File: config.mk
export PLATFORM = sky130hd
export DESIGN_NAME = pinmux_top
export DESIGN_NICKNAME = d
export VERILOG_FILES = /design/src/rtl/pinmux_pkg.sv /design/src/rtl/pad_map_pkg.sv /design/src/rtl/pinmux_cfg_if.sv /design/src/rtl/pinmux_regs.sv /design/src/rtl/tick_gen.sv /design/src/rtl/pwm_bank.sv /design/src/rtl/gpio_port.sv /design/src/rtl/pad_mux.sv /design/src/rtl/pinmux_top.sv
export SDC_FILE = /design/constraint.sdc
export NUM_CORES = 1
export LEC_CHECK = 0
export BUFFER_PORTS_ARGS = -buffer_cell sky130_fd_sc_hd__buf_2
export CAP_MARGIN = 20
export CORE_UTILIZATION = 45
export CTS_BUF_LIST = sky130_fd_sc_hd__clkbuf_8
export CTS_CLUSTER_DIAMETER = 40
export DETAILED_ROUTE_END_ITERATION = 10
export PLACE_DENSITY_LB_ADDON = 0.08
export SYNTH_ARGS = -nofsm -noshare
export SYNTH_HDL_FRONTEND = slang
export SYNTH_SLANG_ARGS = --single-unit
File: constraint.sdc
create_clock -name mclk_i -period 4.22 [get_ports mclk_i]
set_input_delay 0.633 -clock mclk_i [delete_from_list [all_inputs] [get_ports mclk_i]]
set_output_delay 0.633 -clock mclk_i [all_outputs]
set_load 0.02 [all_outputs]
File: src/rtl/pinmux_pkg.sv
// Register map, bus word types and PWM types, imported by the pinmux RTL and its testbench
`default_nettype none

package pinmux_pkg;

  // --------------------------------------------------------------------------
  // Register bus types
  // --------------------------------------------------------------------------
  typedef logic [7:0]  reg_addr_t;   // Byte address
  typedef logic [31:0] reg_data_t;
  typedef logic [3:0]  reg_be_t;     // One enable per byte lane

  // Ports A to D, port A in the low byte
  typedef logic [31:0] port_word_t;

  // --------------------------------------------------------------------------
  // Tick and PWM types
  // --------------------------------------------------------------------------
  typedef logic [15:0] pwm_count_t;  // Duration in millisecond ticks
  typedef logic [9:0]  us_div_t;     // Clocks per microsecond, minus one

  typedef enum logic [1:0] {
    PWM_IDLE,
    PWM_HIGH,
    PWM_LOW
  } pwm_phase_e;

  localparam int PWM_NUM = 6;

  // --------------------------------------------------------------------------
  // Register map
  // --------------------------------------------------------------------------
  localparam reg_addr_t ADDR_GPIO_OUT = 8'h00;
  localparam reg_addr_t ADDR_GPIO_DIR = 8'h04;  // 1 means output
  localparam reg_addr_t ADDR_FUNC_SEL = 8'h08;  // PWM enables low, UART enable above
  localparam reg_addr_t ADDR_GPIO_IN  = 8'h0C;  // Read only
  localparam reg_addr_t ADDR_US_DIV   = 8'h10;
  localparam reg_addr_t ADDR_PWM_BASE = 8'h20;  // One word per channel, high:low

  // UART enable position in FUNC_SEL
  localparam int FUNC_UART_BIT = 8;

endpackage

`default_nettype wire

File: src/rtl/pad_map_pkg.sv
// Pad count and the pad assignment of every port bit and pin function, imported by the pin mux
`default_nettype none

package pad_map_pkg;

  // Digital pads 0 to 23 of the 28-pin part
  localparam int PAD_NUM = 24;

  typedef logic [PAD_NUM-1:0] pad_vec_t;

  // Port bit without a pad
  localparam int PAD_NONE = -1;

  // --------------------------------------------------------------------------
  // Port bit to pad table indexed by the bit in the port word
  // --------------------------------------------------------------------------
  localparam int PORT_PAD [32] = '{
    // Port A is not pinned out
    PAD_NONE, PAD_NONE, PAD_NONE, PAD_NONE,
    PAD_NONE, PAD_NONE, PAD_NONE, PAD_NONE,
    // Port B0 to B7
    11, 12, 13, 14,
    15, 16,  6,  7,
    // Port C0 to C7 where C7 has no pin
    18, 19, 20, 21,
    22, 23,  0, PAD_NONE,
    // Port D0 to D7
     1,  2,  3,  4,
     5,  8,  9, 10
  };
  // Pad 17 is left without a port bit

  // --------------------------------------------------------------------------
  // Pin functions
  // --------------------------------------------------------------------------
  // PWM 0 to 5 on D3, D5, D6, B1, B2, B3
  localparam int PWM_PAD [6] = '{4, 8, 9, 12, 13, 14};

  localparam int UART_RXD_PAD = 1;  // Shares D0
  localparam int UART_TXD_PAD = 2;  // Shares D1

endpackage

`default_nettype wire

File: src/rtl/pinmux_cfg_if.sv
// Configuration bundle from the register bank to the PWM, port and pad mux blocks
`timescale 1ns/100ps
`default_nettype none

interface pinmux_cfg_if;
  import pinmux_pkg::*;

  // Port registers
  port_word_t gpio_out;
  port_word_t gpio_dir;

  // Function select
  logic [PWM_NUM-1:0] pwm_enb;
  logic               uart_enb;

  // Tick divider and PWM durations
  us_div_t    us_div;
  pwm_count_t pwm_high [PWM_NUM];
  pwm_count_t pwm_low  [PWM_NUM];

  // Register bank owns every field
  modport regs (output gpio_out, gpio_dir, pwm_enb, uart_enb, us_div, pwm_high, pwm_low);

  modport pwm  (input pwm_enb, us_div, pwm_high, pwm_low);
  modport port (input gpio_out, gpio_dir);
  modport mux  (input pwm_enb, uart_enb);

endinterface

`default_nettype wire

File: src/rtl/pinmux_regs.sv
// Pin mux register bank on the strobe and acknowledge bus, drives the configuration interface
`timescale 1ns/100ps
`default_nettype none

module pinmux_regs (
  input  logic                  mclk_i,
  input  logic                  arst_n_i,
  input  logic                  reg_cs_i,
  input  logic                  reg_wr_i,
  input  pinmux_pkg::reg_addr_t reg_addr_i,
  input  pinmux_pkg::reg_data_t reg_wdata_i,
  input  pinmux_pkg::reg_be_t   reg_be_i,
  output pinmux_pkg::reg_data_t reg_rdata_o,
  output logic                  reg_ack_o,
  input  pinmux_pkg::port_word_t gpio_in_i,
  pinmux_cfg_if.regs            cfg
);
  import pinmux_pkg::*;

  reg_data_t  rd_word;
  reg_data_t  wr_word;
  reg_data_t  func_word;
  logic [2:0] pwm_idx;
  logic       pwm_hit;
  logic       wr_en;
  logic       rd_en;

  // Keep old bytes where the lane is off
  function automatic reg_data_t be_merge(reg_data_t old_v, reg_data_t new_v, reg_be_t be);
    reg_data_t res;
    res = old_v;
    for (int b = 0; b < 4; b++) begin
      if (be[b]) begin
        res[8*b +: 8] = new_v[8*b +: 8];
      end
    end
    return res;
  endfunction

  // --------------------------------------------------------------------------
  // Address decode
  // --------------------------------------------------------------------------
  // PWM block sits on a 32-byte boundary
  assign pwm_idx = reg_addr_i[4:2];
  assign pwm_hit = (reg_addr_i[7:5] == ADDR_PWM_BASE[7:5]) &&
                   (reg_addr_i[1:0] == 2'b00) && (pwm_idx < PWM_NUM);

  // First cycle of an access captures read data, ack cycle commits the write
  assign rd_en = reg_cs_i & ~reg_ack_o;
  assign wr_en = reg_cs_i & reg_wr_i & reg_ack_o;

  // Function select as seen on the bus
  always_comb begin
    func_word = '0;
    func_word[PWM_NUM-1:0] = cfg.pwm_enb;
    func_word[FUNC_UART_BIT] = cfg.uart_enb;
  end

  // Read mux with unmapped addresses reading zero
  always_comb begin
    rd_word = '0;
    case (reg_addr_i)
      ADDR_GPIO_OUT: rd_word = cfg.gpio_out;
      ADDR_GPIO_DIR: rd_word = cfg.gpio_dir;
      ADDR_FUNC_SEL: rd_word = func_word;
      ADDR_GPIO_IN:  rd_word = gpio_in_i;
      ADDR_US_DIV:   rd_word = reg_data_t'(cfg.us_div);
      default: begin
        if (pwm_hit) begin
          rd_word = {cfg.pwm_high[pwm_idx], cfg.pwm_low[pwm_idx]};
        end
      end
    endcase
  end

  // Current value with the enabled bytes replaced
  assign wr_word = be_merge(rd_word, reg_wdata_i, reg_be_i);

  // --------------------------------------------------------------------------
  // Writable registers
  // --------------------------------------------------------------------------
  always_ff @(posedge mclk_i or negedge arst_n_i) begin
    if (!arst_n_i) begin
      cfg.gpio_out <= '0;
      cfg.gpio_dir <= '0;
      cfg.pwm_enb  <= '0;
      cfg.uart_enb <= 1'b0;
      cfg.us_div   <= '0;
      for (int i = 0; i < PWM_NUM; i++) begin
        cfg.pwm_high[i] <= '0;
        cfg.pwm_low[i]  <= '0;
      end
    end else if (wr_en) begin
      case (reg_addr_i)
        ADDR_GPIO_OUT: cfg.gpio_out <= wr_word;
        ADDR_GPIO_DIR: cfg.gpio_dir <= wr_word;
        ADDR_FUNC_SEL: begin
          cfg.pwm_enb  <= wr_word[PWM_NUM-1:0];
          cfg.uart_enb <= wr_word[FUNC_UART_BIT];
        end
        ADDR_US_DIV:   cfg.us_div <= wr_word[$bits(us_div_t)-1:0];
        default: begin
          // GPIO_IN and holes fall through here and are dropped
          if (pwm_hit) begin
            cfg.pwm_high[pwm_idx] <= wr_word[31:16];
            cfg.pwm_low[pwm_idx]  <= wr_word[15:0];
          end
        end
      endcase
    end
  end

  // Ack one cycle after the strobe, then low for a cycle
  always_ff @(posedge mclk_i or negedge arst_n_i) begin
    if (!arst_n_i) begin
      reg_ack_o <= 1'b0;
    end else begin
      reg_ack_o <= rd_en;
    end
  end

  always_ff @(posedge mclk_i or negedge arst_n_i) begin
    if (!arst_n_i) begin
      reg_rdata_o <= '0;
    end else if (rd_en) begin
      reg_rdata_o <= rd_word;
    end
  end

  // Master sees a single-cycle acknowledge per access
  a_ack_pulse: assert property (@(posedge mclk_i) disable iff (!arst_n_i)
    reg_ack_o |=> !reg_ack_o);

endmodule

`default_nettype wire

File: src/rtl/tick_gen.sv
// Programmable microsecond tick and derived millisecond tick for the PWM bank
`timescale 1ns/100ps
`default_nettype none

module tick_gen #(
  parameter int US_PER_MS = 1000
) (
  input  logic                mclk_i,
  input  logic                arst_n_i,
  input  pinmux_pkg::us_div_t us_div_i,
  output logic                us_tick_o,
  output logic                ms_tick_o
);
  import pinmux_pkg::*;

  localparam int MS_W = (US_PER_MS > 1) ? $clog2(US_PER_MS) : 1;

  us_div_t         div_cnt;
  logic [MS_W-1:0] us_cnt;
  logic            us_wrap;

  // Divider wraps every us_div+1 clocks
  assign us_wrap = (div_cnt >= us_div_i);

  always_ff @(posedge mclk_i or negedge arst_n_i) begin
    if (!arst_n_i) begin
      div_cnt   <= '0;
      us_cnt    <= '0;
      us_tick_o <= 1'b0;
      ms_tick_o <= 1'b0;
    end else begin
      us_tick_o <= us_wrap;
      ms_tick_o <= 1'b0;
      if (us_wrap) begin
        div_cnt <= '0;
        // Count microseconds only on the divider wrap
        if (us_cnt == MS_W'(US_PER_MS - 1)) begin
          us_cnt    <= '0;
          ms_tick_o <= 1'b1;
        end else begin
          us_cnt <= us_cnt + 1'b1;
        end
      end else begin
        div_cnt <= div_cnt + 1'b1;
      end
    end
  end

  a_ms_on_us: assert property (@(posedge mclk_i) disable iff (!arst_n_i)
    ms_tick_o |-> us_tick_o);

endmodule

`default_nettype wire

File: src/rtl/pwm_bank.sv
// Bank of PWM waveform generators timed in millisecond ticks, one output per channel
`timescale 1ns/100ps
`default_nettype none

module pwm_bank #(
  parameter int US_PER_MS = 1000,
  parameter int PWM_NUM_P = pinmux_pkg::PWM_NUM
) (
  input  logic                 mclk_i,
  input  logic                 arst_n_i,
  pinmux_cfg_if.pwm            cfg,
  output logic [PWM_NUM_P-1:0] pwm_wave_o
);
  import pinmux_pkg::*;

  logic ms_tick;

  // Shared timebase for all channels
  tick_gen #(.US_PER_MS(US_PER_MS)) u_tick_gen (
    .mclk_i    (mclk_i),
    .arst_n_i  (arst_n_i),
    .us_div_i  (cfg.us_div),
    .us_tick_o (),
    .ms_tick_o (ms_tick)
  );

  for (genvar i = 0; i < PWM_NUM_P; i++) begin : g_ch
    pwm_phase_e phase;
    pwm_count_t cnt;
    pwm_count_t high_last;
    pwm_count_t low_last;

    // Last tick index of each phase where zero length runs as one tick
    assign high_last = (cfg.pwm_high[i] == '0) ? '0 : cfg.pwm_high[i] - 1'b1;
    assign low_last  = (cfg.pwm_low[i] == '0) ? '0 : cfg.pwm_low[i] - 1'b1;

    always_ff @(posedge mclk_i or negedge arst_n_i) begin
      if (!arst_n_i) begin
        phase <= PWM_IDLE;
        cnt   <= '0;
      end else if (!cfg.pwm_enb[i]) begin
        phase <= PWM_IDLE;
        cnt   <= '0;
      end else if (ms_tick) begin
        case (phase)
          // Start on a tick so the first high phase is full length
          PWM_IDLE: begin
            phase <= PWM_HIGH;
            cnt   <= '0;
          end
          PWM_HIGH: begin
            if (cnt >= high_last) begin
              phase <= PWM_LOW;
              cnt   <= '0;
            end else begin
              cnt <= cnt + 1'b1;
            end
          end
          PWM_LOW: begin
            if (cnt >= low_last) begin
              phase <= PWM_HIGH;
              cnt   <= '0;
            end else begin
              cnt <= cnt + 1'b1;
            end
          end
          default: phase <= PWM_IDLE;
        endcase
      end
    end

    assign pwm_wave_o[i] = (phase == PWM_HIGH);

    a_off_low: assert property (@(posedge mclk_i) disable iff (!arst_n_i)
      !cfg.pwm_enb[i] |=> !pwm_wave_o[i]);
  end

endmodule

`default_nettype wire

File: src/rtl/gpio_port.sv
// GPIO port word logic, input synchronizer and output drive and enable toward the pad mux
`timescale 1ns/100ps
`default_nettype none

module gpio_port (
  input  logic                   mclk_i,
  input  logic                   arst_n_i,
  pinmux_cfg_if.port             cfg,
  input  pinmux_pkg::port_word_t port_pad_in_i,
  output pinmux_pkg::port_word_t port_sync_o,
  output pinmux_pkg::port_word_t port_drive_o,
  output pinmux_pkg::port_word_t port_oe_o
);
  import pinmux_pkg::*;

  port_word_t sync_q1;
  port_word_t sync_q2;

  // Two flops against metastability on async pad inputs
  always_ff @(posedge mclk_i or negedge arst_n_i) begin
    if (!arst_n_i) begin
      sync_q1 <= '0;
      sync_q2 <= '0;
    end else begin
      sync_q1 <= port_pad_in_i;
      sync_q2 <= sync_q1;
    end
  end

  assign port_sync_o = sync_q2;

  // Value only on output bits, input bits drive 0
  assign port_drive_o = cfg.gpio_out & cfg.gpio_dir;
  assign port_oe_o    = cfg.gpio_dir;

endmodule

`default_nettype wire

File: src/rtl/pad_mux.sv
// Per-pad selection between PWM, UART and port drives, and pad input routing back to the ports
`timescale 1ns/100ps
`default_nettype none

module pad_mux #(
  parameter int PWM_NUM_P = pinmux_pkg::PWM_NUM
) (
  pinmux_cfg_if.mux              cfg,
  input  logic [PWM_NUM_P-1:0]   pwm_wave_i,
  input  pinmux_pkg::port_word_t port_drive_i,
  input  pinmux_pkg::port_word_t port_oe_i,
  input  logic                   uart_txd_i,
  input  pad_map_pkg::pad_vec_t  pad_in_i,
  output pad_map_pkg::pad_vec_t  pad_out_o,
  output pad_map_pkg::pad_vec_t  pad_oen_o,
  output logic                   uart_rxd_o,
  output pinmux_pkg::port_word_t port_pad_in_o
);
  import pinmux_pkg::*;
  import pad_map_pkg::*;

  // --------------------------------------------------------------------------
  // Output side
  // --------------------------------------------------------------------------
  // Later assignments win, so lowest priority goes first
  always_comb begin
    // Idle pads are inputs driving 0
    pad_out_o = '0;
    pad_oen_o = '1;

    // Port direction
    for (int b = 0; b < $bits(port_word_t); b++) begin
      if (PORT_PAD[b] != PAD_NONE && port_oe_i[b]) begin
        pad_out_o[PORT_PAD[b]] = port_drive_i[b];
        pad_oen_o[PORT_PAD[b]] = 1'b0;
      end
    end

    // UART forces RXD to input
    if (cfg.uart_enb) begin
      pad_out_o[UART_RXD_PAD] = 1'b0;
      pad_oen_o[UART_RXD_PAD] = 1'b1;
      pad_out_o[UART_TXD_PAD] = uart_txd_i;
      pad_oen_o[UART_TXD_PAD] = 1'b0;
    end

    // PWM on top
    for (int c = 0; c < PWM_NUM_P; c++) begin
      if (cfg.pwm_enb[c]) begin
        pad_out_o[PWM_PAD[c]] = pwm_wave_i[c];
        pad_oen_o[PWM_PAD[c]] = 1'b0;
      end
    end
  end

  // --------------------------------------------------------------------------
  // Input side
  // --------------------------------------------------------------------------
  // Ports always see their pad, whatever function owns it
  always_comb begin
    port_pad_in_o = '0;
    for (int b = 0; b < $bits(port_word_t); b++) begin
      if (PORT_PAD[b] != PAD_NONE) begin
        port_pad_in_o[b] = pad_in_i[PORT_PAD[b]];
      end
    end
  end

  // Held low while the UART is off
  assign uart_rxd_o = cfg.uart_enb & pad_in_i[UART_RXD_PAD];

endmodule

`default_nettype wire

File: src/rtl/pinmux_top.sv
// Pin mux top level with plain bus and pad ports, instantiated by the chip or the testbench
`timescale 1ns/100ps
`default_nettype none

module pinmux_top #(
  parameter int US_PER_MS = 1000,
  parameter int PWM_NUM_P = pinmux_pkg::PWM_NUM
) (
  input  logic                   mclk_i,
  input  logic                   arst_n_i,
  // Register bus
  input  logic                   reg_cs_i,
  input  logic                   reg_wr_i,
  input  pinmux_pkg::reg_addr_t  reg_addr_i,
  input  pinmux_pkg::reg_data_t  reg_wdata_i,
  input  pinmux_pkg::reg_be_t    reg_be_i,
  output pinmux_pkg::reg_data_t  reg_rdata_o,
  output logic                   reg_ack_o,
  // Pads
  input  pad_map_pkg::pad_vec_t  pad_in_i,
  output pad_map_pkg::pad_vec_t  pad_out_o,
  output pad_map_pkg::pad_vec_t  pad_oen_o,
  // UART pin function
  input  logic                   uart_txd_i,
  output logic                   uart_rxd_o
);
  import pinmux_pkg::*;

  pinmux_cfg_if cfg_if ();

  logic [PWM_NUM_P-1:0] pwm_wave;
  port_word_t           port_drive;
  port_word_t           port_oe;
  port_word_t           port_pad_in;
  port_word_t           port_sync;

  pinmux_regs u_regs (
    .mclk_i      (mclk_i),
    .arst_n_i    (arst_n_i),
    .reg_cs_i    (reg_cs_i),
    .reg_wr_i    (reg_wr_i),
    .reg_addr_i  (reg_addr_i),
    .reg_wdata_i (reg_wdata_i),
    .reg_be_i    (reg_be_i),
    .reg_rdata_o (reg_rdata_o),
    .reg_ack_o   (reg_ack_o),
    .gpio_in_i   (port_sync),
    .cfg         (cfg_if.regs)
  );

  // PWM and port run side by side, pad mux picks per pad
  pwm_bank #(.US_PER_MS(US_PER_MS), .PWM_NUM_P(PWM_NUM_P)) u_pwm_bank (
    .mclk_i     (mclk_i),
    .arst_n_i   (arst_n_i),
    .cfg        (cfg_if.pwm),
    .pwm_wave_o (pwm_wave)
  );

  gpio_port u_gpio_port (
    .mclk_i        (mclk_i),
    .arst_n_i      (arst_n_i),
    .cfg           (cfg_if.port),
    .port_pad_in_i (port_pad_in),
    .port_sync_o   (port_sync),
    .port_drive_o  (port_drive),
    .port_oe_o     (port_oe)
  );

  pad_mux #(.PWM_NUM_P(PWM_NUM_P)) u_pad_mux (
    .cfg           (cfg_if.mux),
    .pwm_wave_i    (pwm_wave),
    .port_drive_i  (port_drive),
    .port_oe_i     (port_oe),
    .uart_txd_i    (uart_txd_i),
    .pad_in_i      (pad_in_i),
    .pad_out_o     (pad_out_o),
    .pad_oen_o     (pad_oen_o),
    .uart_rxd_o    (uart_rxd_o),
    .port_pad_in_o (port_pad_in)
  );

endmodule

`default_nettype wire

Word level (Yosys, flattened, before mapping). Cells that the tools add are included.

Register bits: 481. Bits of input ports: 73. Output and inout port bits: 82. Word-level logic and storage cells: 315.

Add/subtract/negate cells: 20. $lt $le $gt $ge: 16. Equal/unequal tests: 42. Multiplexer cells: 152. Bitwise gates (word level): 8. Reduce and logical (&&, ||, !) cells: 41.

Operator list (number): $mux W16 (41); $pmux W16 S3 (6); $bwmux W96 (2); $ge A16 B16 Y1 (12); $logic_not A16 Y1 (12); $sub A16 B1 Y16 const B (12); $pmux W32 S5 (1); $add A16 B1 Y16 const B (6); $bmux W16 S3 (2); $mux W1 (60); $mux W2 (26); $demux W16 S3 (1); $pmux W2 S3 (6); $and A32 B32 Y32 (1); $mux W32 (1); $mux W8 (4); $ne A4 B1 Y1 const B (6); $reduce_and A3 Y1 (7); $add A10 B1 Y10 const B (2); $mux W10 (2); $reduce_and A2 Y1 (10); $ne A3 B2 Y1 const B (6); $ne A3 B3 Y1 const B (6); $eq A8 B4 Y1 const B (2); other kinds (18) (45).

Longest topological paths before layout.
Depth after elaboration: 8. Depth in mapped cells: 17. Gate-level depth less buffers: 16.

By module. A second synthesis with hierarchy kept.

Cells, all modules: 3697. Area total of the unflattened synthesis: 32785.2 um^2.

By module, submodules not included: pinmux_regs (instances 1, cells an instance 1462, area each 14523.9 um^2, sequential area each 7657.3 um^2); pwm_bank (instances 1, cells an instance 1866, area each 14292.5 um^2, sequential area each 2702.6 um^2); gpio_port (instances 1, cells an instance 128, area each 2042.0 um^2, sequential area each 1601.5 um^2); tick_gen (instances 1, cells an instance 143, area each 1368.8 um^2, sequential area each 550.5 um^2); pad_mux (instances 1, cells an instance 98, area each 558.0 um^2, sequential area each 0.0 um^2).

Least setup slack after synthesis. Ideal clock, no wire load.

Path kind: register to register. Start: register u_regs.cfg.pwm_high[25]. End: register u_pwm_bank.g_ch[4].cnt[10]. Arrival: 3836 ps. Required time: 4094 ps. Setup slack: 258 ps. Stages on the path, launching flop included: 15. Path buffers: 1. Clock period less this slack: 3962 ps. Cells stage by stage: dfrtp_1 > or4_1 > or3_1 > or4_1 > nand2b_1 > buf_2 > nand2_1 > ha_1 > and3_1 > o31ai_1 > or4b_1 > a32oi_1 > nor2_2 > and3_1 > a221o_1.

Cells in the longest elaborated chain, start to end: 7. Elaborated cells between the ends (all ways): 8. Those cells by class: add/sub (1); order compare (1); mux (5); reduce/logical (1).

RTL lines: start, declared (RTL line pinmux_cfg_if.sv:22) `modport regs (output gpio_out, gpio_dir, pwm_enb, uart_enb, us_div, pwm_high, pwm_low);`; start signal, assigned by index (RTL line pinmux_regs.sv:105) `cfg.pwm_high[pwm_idx] <= wr_word[31:16];`; $sub A16 B1 Y16 or $logic_not A16 Y1 (tied branches) (RTL line pwm_bank.sv:34) `assign high_last = (cfg.pwm_high[i] == '0) ? '0 : cfg.pwm_high[i] - 1'b1;`; $mux W16 (*) (RTL line pwm_bank.sv:34); $ge A16 B16 Y1 (*) (RTL line pwm_bank.sv:52) `if (cnt >= high_last) begin`; $mux W16 (*) (RTL line pwm_bank.sv:52); $pmux W16 S3 (*) (RTL line pwm_bank.sv:45) `case (phase)`; $mux W16 (*) (RTL line pwm_bank.sv:44) `end else if (ms_tick) begin`; $mux W16 (*) (RTL line pwm_bank.sv:41) `end else if (!cfg.pwm_enb[i]) begin`; end signal, assigned (RTL line pwm_bank.sv:56) `cnt <= cnt + 1'b1;`; end signal, assigned (RTL line pwm_bank.sv:64) `cnt <= cnt + 1'b1;`; end, declared (RTL line pwm_bank.sv:29) `pwm_count_t cnt;`.

Every way passes the cells marked *; elsewhere a longest branch is shown, timed or not. The select of a mux whose other input is x is not followed. A chain may end at the register's enable or synchronous reset.

Worst setup path after layout. Same ends and word-level chain as after synthesis.

==> summary.md <==
| Metric | Value |
|---|---|
| Design Area, Final | `0.0363 mm^2` |
| Area Growth Syn to Fin | `16.8%` |
| Syn_nets | `3846` |
| Sw Share | `30.3%` |
| Worst slack, placed | `-0.0386 ns` |
| Power Density | `355 mW/mm^2` |
| Synth warnings | `0` |
| Vias in the first global route | `27197` |
| Status | `complete, no violations` |
| DP Area | `0.0334 mm^2` |
| Clk pin slew, worst setup/hold paths | `0.06 ns` |
| Worst skew pair latency | `0.76 ns` |
| RSZ-0062 raised after global routing | `yes` |
| CTS sink count | `481` |
| First-pass DRT Iterations | `6` |
| Synth Flop Type | `dfrtp_1` |
| Element type at the critical path end | `flop` |
| Arrival time worst endpoint | `4.70 ns` |
| Yosys reg bits | `481` |
| Syn Inst Count | `3515` |
| Final HPWL DP | `83100 um` |
| R2R Path End | `u_pwm_bank.g_ch[4].cnt[10]$_DFFE_PN0P_` |
| Yosys cell types | `83` |
| Final worst-path cycle share | `97.4%` |
| Slew @ Worst Pin | `1.14 ns` |
| Crit path time final | `4.11 ns` |
| I/O Buffers | `151` |
| CP max FO | `7` |
| Final setup fails | `0` |
| Pwr Total | `12.9 mW` |
| Worst Setup SP | `u_regs.cfg.pwm_high[25]$_DFFE_PN0P_` |
| Pin count of the biggest net entering global routing | `89` |
| Peak supply drop | `282 uV` |
| Clk network pwr share | `44.1%` |
| Sw power | `3.92 mW` |
| Worst r2r path cells | `13` |
| Initial antenna violation count | `4` |
| Synthesized area | `0.0311 mm^2` |
| Die X | `265 um` |
| Tot GR Track Use | `31.4%` |
| Post-placement cell count | `4512` |
| Initial Utilization | `45.4%` |
| Core area | `0.0685 mm^2` |
| Max-slew headroom | `23.7%` |
| Startpoint types | `flop` |
| Worst Hold Class | `in2reg` |
| Syn avg cell area | `8.85 um^2` |
| Logic pwr share | `18.0%` |
| IO Count | `155` |
| Grt ovf | `0` |
| Worst Setup EP | `u_pwm_bank.g_ch[4].cnt[10]$_DFFE_PN0P_` |
| Final WL | `111000 um` |
| CTS Buf Count | `100` |
| EDFF count, synth | `0` |
| 1st-iter DRT viols | `2506` |
| Final GP Congestion | `0.953` |
| Layout cells sized above 1 | `16.7%` |
| WHS | `0.266 ns` |
| Slew Limit Fails | `0` |
| Hold path depth | `3` |
| DR WL/cell | `23.4 um` |
| Total die area | `0.0702 mm^2` |
| Vias per cell | `5.98` |
| Final setup TNS | `0 ns` |
| Nets@finish | `4097` |
| CTS Buffer Depth | `3` |
| Required time worst endpoint | `4.81 ns` |
| Slack of the worst reg-to-reg path | `0.11 ns` |
| PnR worst setup slack | `0.108 ns` |
| Fraction of registers with async set/reset | `100%` |
| Crit path kind | `reg2reg` |
| Synth top area share | `38.7%` |
| Largest cells by area after synthesis | `dfrtp_1 39%, ha_1 10%, nand2_1 6.0%, a21oi_1 5.3%, nor2_1 4.3%` |
| Clock tree from TritonCTS | `built` |
| Post-synth top area cell | `dfrtp_1` |
| Fin cells | `4733` |
| Internal power | `8.99 mW` |
| Fin Clk Skew | `0.0675 ns` |
| Reg2reg start | `u_regs.cfg.pwm_high[25]$_DFFE_PN0P_` |
| Post-synthesis sequential area ratio | `38.7%` |
| Reg power frac | `37.9%` |
| Root Driver | `clkbuf_8` |
| DRC Markers | `0` |
| Max Clock Freq | `243 MHz` |
| H-tree levels | `3` |
| Leak Pwr | `16.9 nW` |
| Final Hold Violating Endpoints | `0` |
| Vias after detailed routing | `28322` |
| Site row count | `96` |
| Die Y | `265 um` |
| Final Core Density | `53.1%` |
| Post-route ant nets | `0` |
| Max-Cap Viols | `0` |
| Global-route wire length before repair | `167000 um` |
[layout make-up]
cell class	instances	area [um^2]
clock buffer	129	1780
inverter	95	357
multi-input combinational	2757	18200
tap	882	1100
fill	6330	32100
timing repair buffer	331	2280
clock inverter	54	587
sequential	481	12000
antenna	4	10.0
[kinds of logic after synthesis]
group | count (synthesis) | synth area share (%)
AOI/OAI and AO/OA | 824 | 16.7
buffers and inverters | 278 | 3.70
xor gates and xnor gates | 158 | 4.45
adders and majority gates | 258 | 10.4
and+or+nand+nor | 1407 | 21.2
muxes | 107 | 4.89
DFF | 481 | 38.7
other | 2 | 0.0241
[cell usage after synthesis, types with 14 or more instances]
cell	count
inv_1	92
o31ai_1	29
ha_1	258
mux4_2	33
or3_1	27
nor2b_1	18
clkbuf_1	104
nor3_1	107
nand3_1	99
nand2b_1	44
a22oi_1	27
o21ai_0	181
nor2_1	353
or4_1	18
a211oi_1	15
a221oi_1	16
and3_1	54
mux2i_1	43
buf_2	58
xor2_1	104
o22ai_1	17
nand2_1	496
a22o_1	20
or2_2	14
a21oi_1	331
dfrtp_1	481
nor4_1	42
mux2_2	31
and2_1	36
xnor2_1	54
a21o_1	32
nand4_1	39
[routing by layer]
metal	up-vias	routed length [um]	part of all wire (%)	GRT usage [%]
li1	13151	-	-	-
met1	13872	49500	45	43.9
met2	1068	48900	44	48.0
met3	231	7480	6.7	5.08
met4	0	5020	4.5	13.5
met5	-	0	0	0
[flip-flops by register name, indices dropped and copies added (netlist names), 6 cells and up]
name,flops
u_gpio_port.sync_q1,23
u_regs.cfg.pwm_enb,6
u_pwm_bank.u_tick_gen.div_cnt,10
u_pwm_bank.g_ch.cnt,96
u_regs.cfg.gpio_dir,32
u_regs.reg_rdata_o,32
u_regs.cfg.pwm_high,96
u_gpio_port.port_sync_o,23
u_regs.cfg.pwm_low,96
u_regs.cfg.us_div,10
u_pwm_bank.g_ch.phase,12
u_pwm_bank.u_tick_gen.us_cnt,10
u_regs.cfg.gpio_out,32
[power by group through the flow]
stage	Sequential (mW)	Combinational (mW)	Clock, mW
after floorplan	4.94	1.46	0
after global placement	4.95	2.16	0
after detailed placement	4.96	2.25	0
after CTS	4.88	2.28	5.76
after global routing	4.90	2.60	5.97
final	4.89	2.33	5.69
[how the worst min path moves through the flow]
stage	startpoint	end
final	reg_cs_i	u_regs.reg_ack_o$_DFF_PN0_
after detailed placement	u_gpio_port.sync_q1[20]$_DFF_PN0_	u_gpio_port.port_sync_o[20]$_DFF_PN0_
after global routing	reg_cs_i	u_regs.reg_ack_o$_DFF_PN0_
after global placement	u_gpio_port.sync_q1[21]$_DFF_PN0_	u_gpio_port.port_sync_o[21]$_DFF_PN0_
after floorplan	u_gpio_port.sync_q1[10]$_DFF_PN0_	u_gpio_port.port_sync_o[10]$_DFF_PN0_
after CTS	reg_cs_i	u_regs.reg_ack_o$_DFF_PN0_
[critical path, stage by stage, from the launching register on]
cell     delay (ns)
dfrtp_1        0.37
or4_1          0.56
or3_1          0.36
or4_4          0.44
nor2_2         0.14
mux2i_2        0.28
ha_1           0.19
and3_4         0.20
o31ai_1        0.07
or4b_4         0.53
a32oi_4        0.30
nor2_4         0.10
and3_1         0.20
a221o_1        0.25
[cell usage in the layout (no fill, tap or decap), types with 13 or more instances in the layout]
| cell | synthesis | final |
|---|---|---|
| a211oi_1 | 15 | 15 |
| a21o_1 | 32 | 31 |
| a21oi_1 | 331 | 331 |
| a221oi_1 | 16 | 15 |
| a22o_1 | 20 | 20 |
| a22oi_1 | 27 | 27 |
| and2_1 | 36 | 36 |
| and3_1 | 54 | 52 |
| buf_2 | 58 | 148 |
| buf_4 | 7 | 146 |
| clkbuf_8 | 0 | 129 |
| clkinv_2 | 0 | 13 |
| dfrtp_1 | 481 | 480 |
| dlygate4sd3_1 | 0 | 24 |
| ha_1 | 258 | 257 |
| inv_1 | 92 | 108 |
| mux2_2 | 31 | 31 |
| mux2i_1 | 43 | 42 |
| mux4_2 | 33 | 33 |
| nand2_1 | 496 | 494 |
| nand2b_1 | 44 | 42 |
| nand3_1 | 99 | 98 |
| nand3b_1 | 13 | 13 |
| nand4_1 | 39 | 39 |
| nor2_1 | 353 | 352 |
| nor2b_1 | 18 | 18 |
| nor3_1 | 107 | 100 |
| nor4_1 | 42 | 32 |
| o211ai_1 | 13 | 13 |
| o21ai_0 | 181 | 181 |
| o22ai_1 | 17 | 17 |
| o31ai_1 | 29 | 29 |
| or2_2 | 14 | 14 |
| or3_1 | 27 | 24 |
| or4_1 | 18 | 16 |
| xnor2_1 | 54 | 54 |
| xor2_1 | 104 | 104 |
[timing repair]
item	CTS	global route
hold buffers	24	0
gates resized for setup	2	46
pin swaps	0	9
buffers inserted	0	5
hold endpoints to repair	101	0
gates cloned	0	2
setup endpoints to repair	1	65
(Power assumes the default switching activity.)
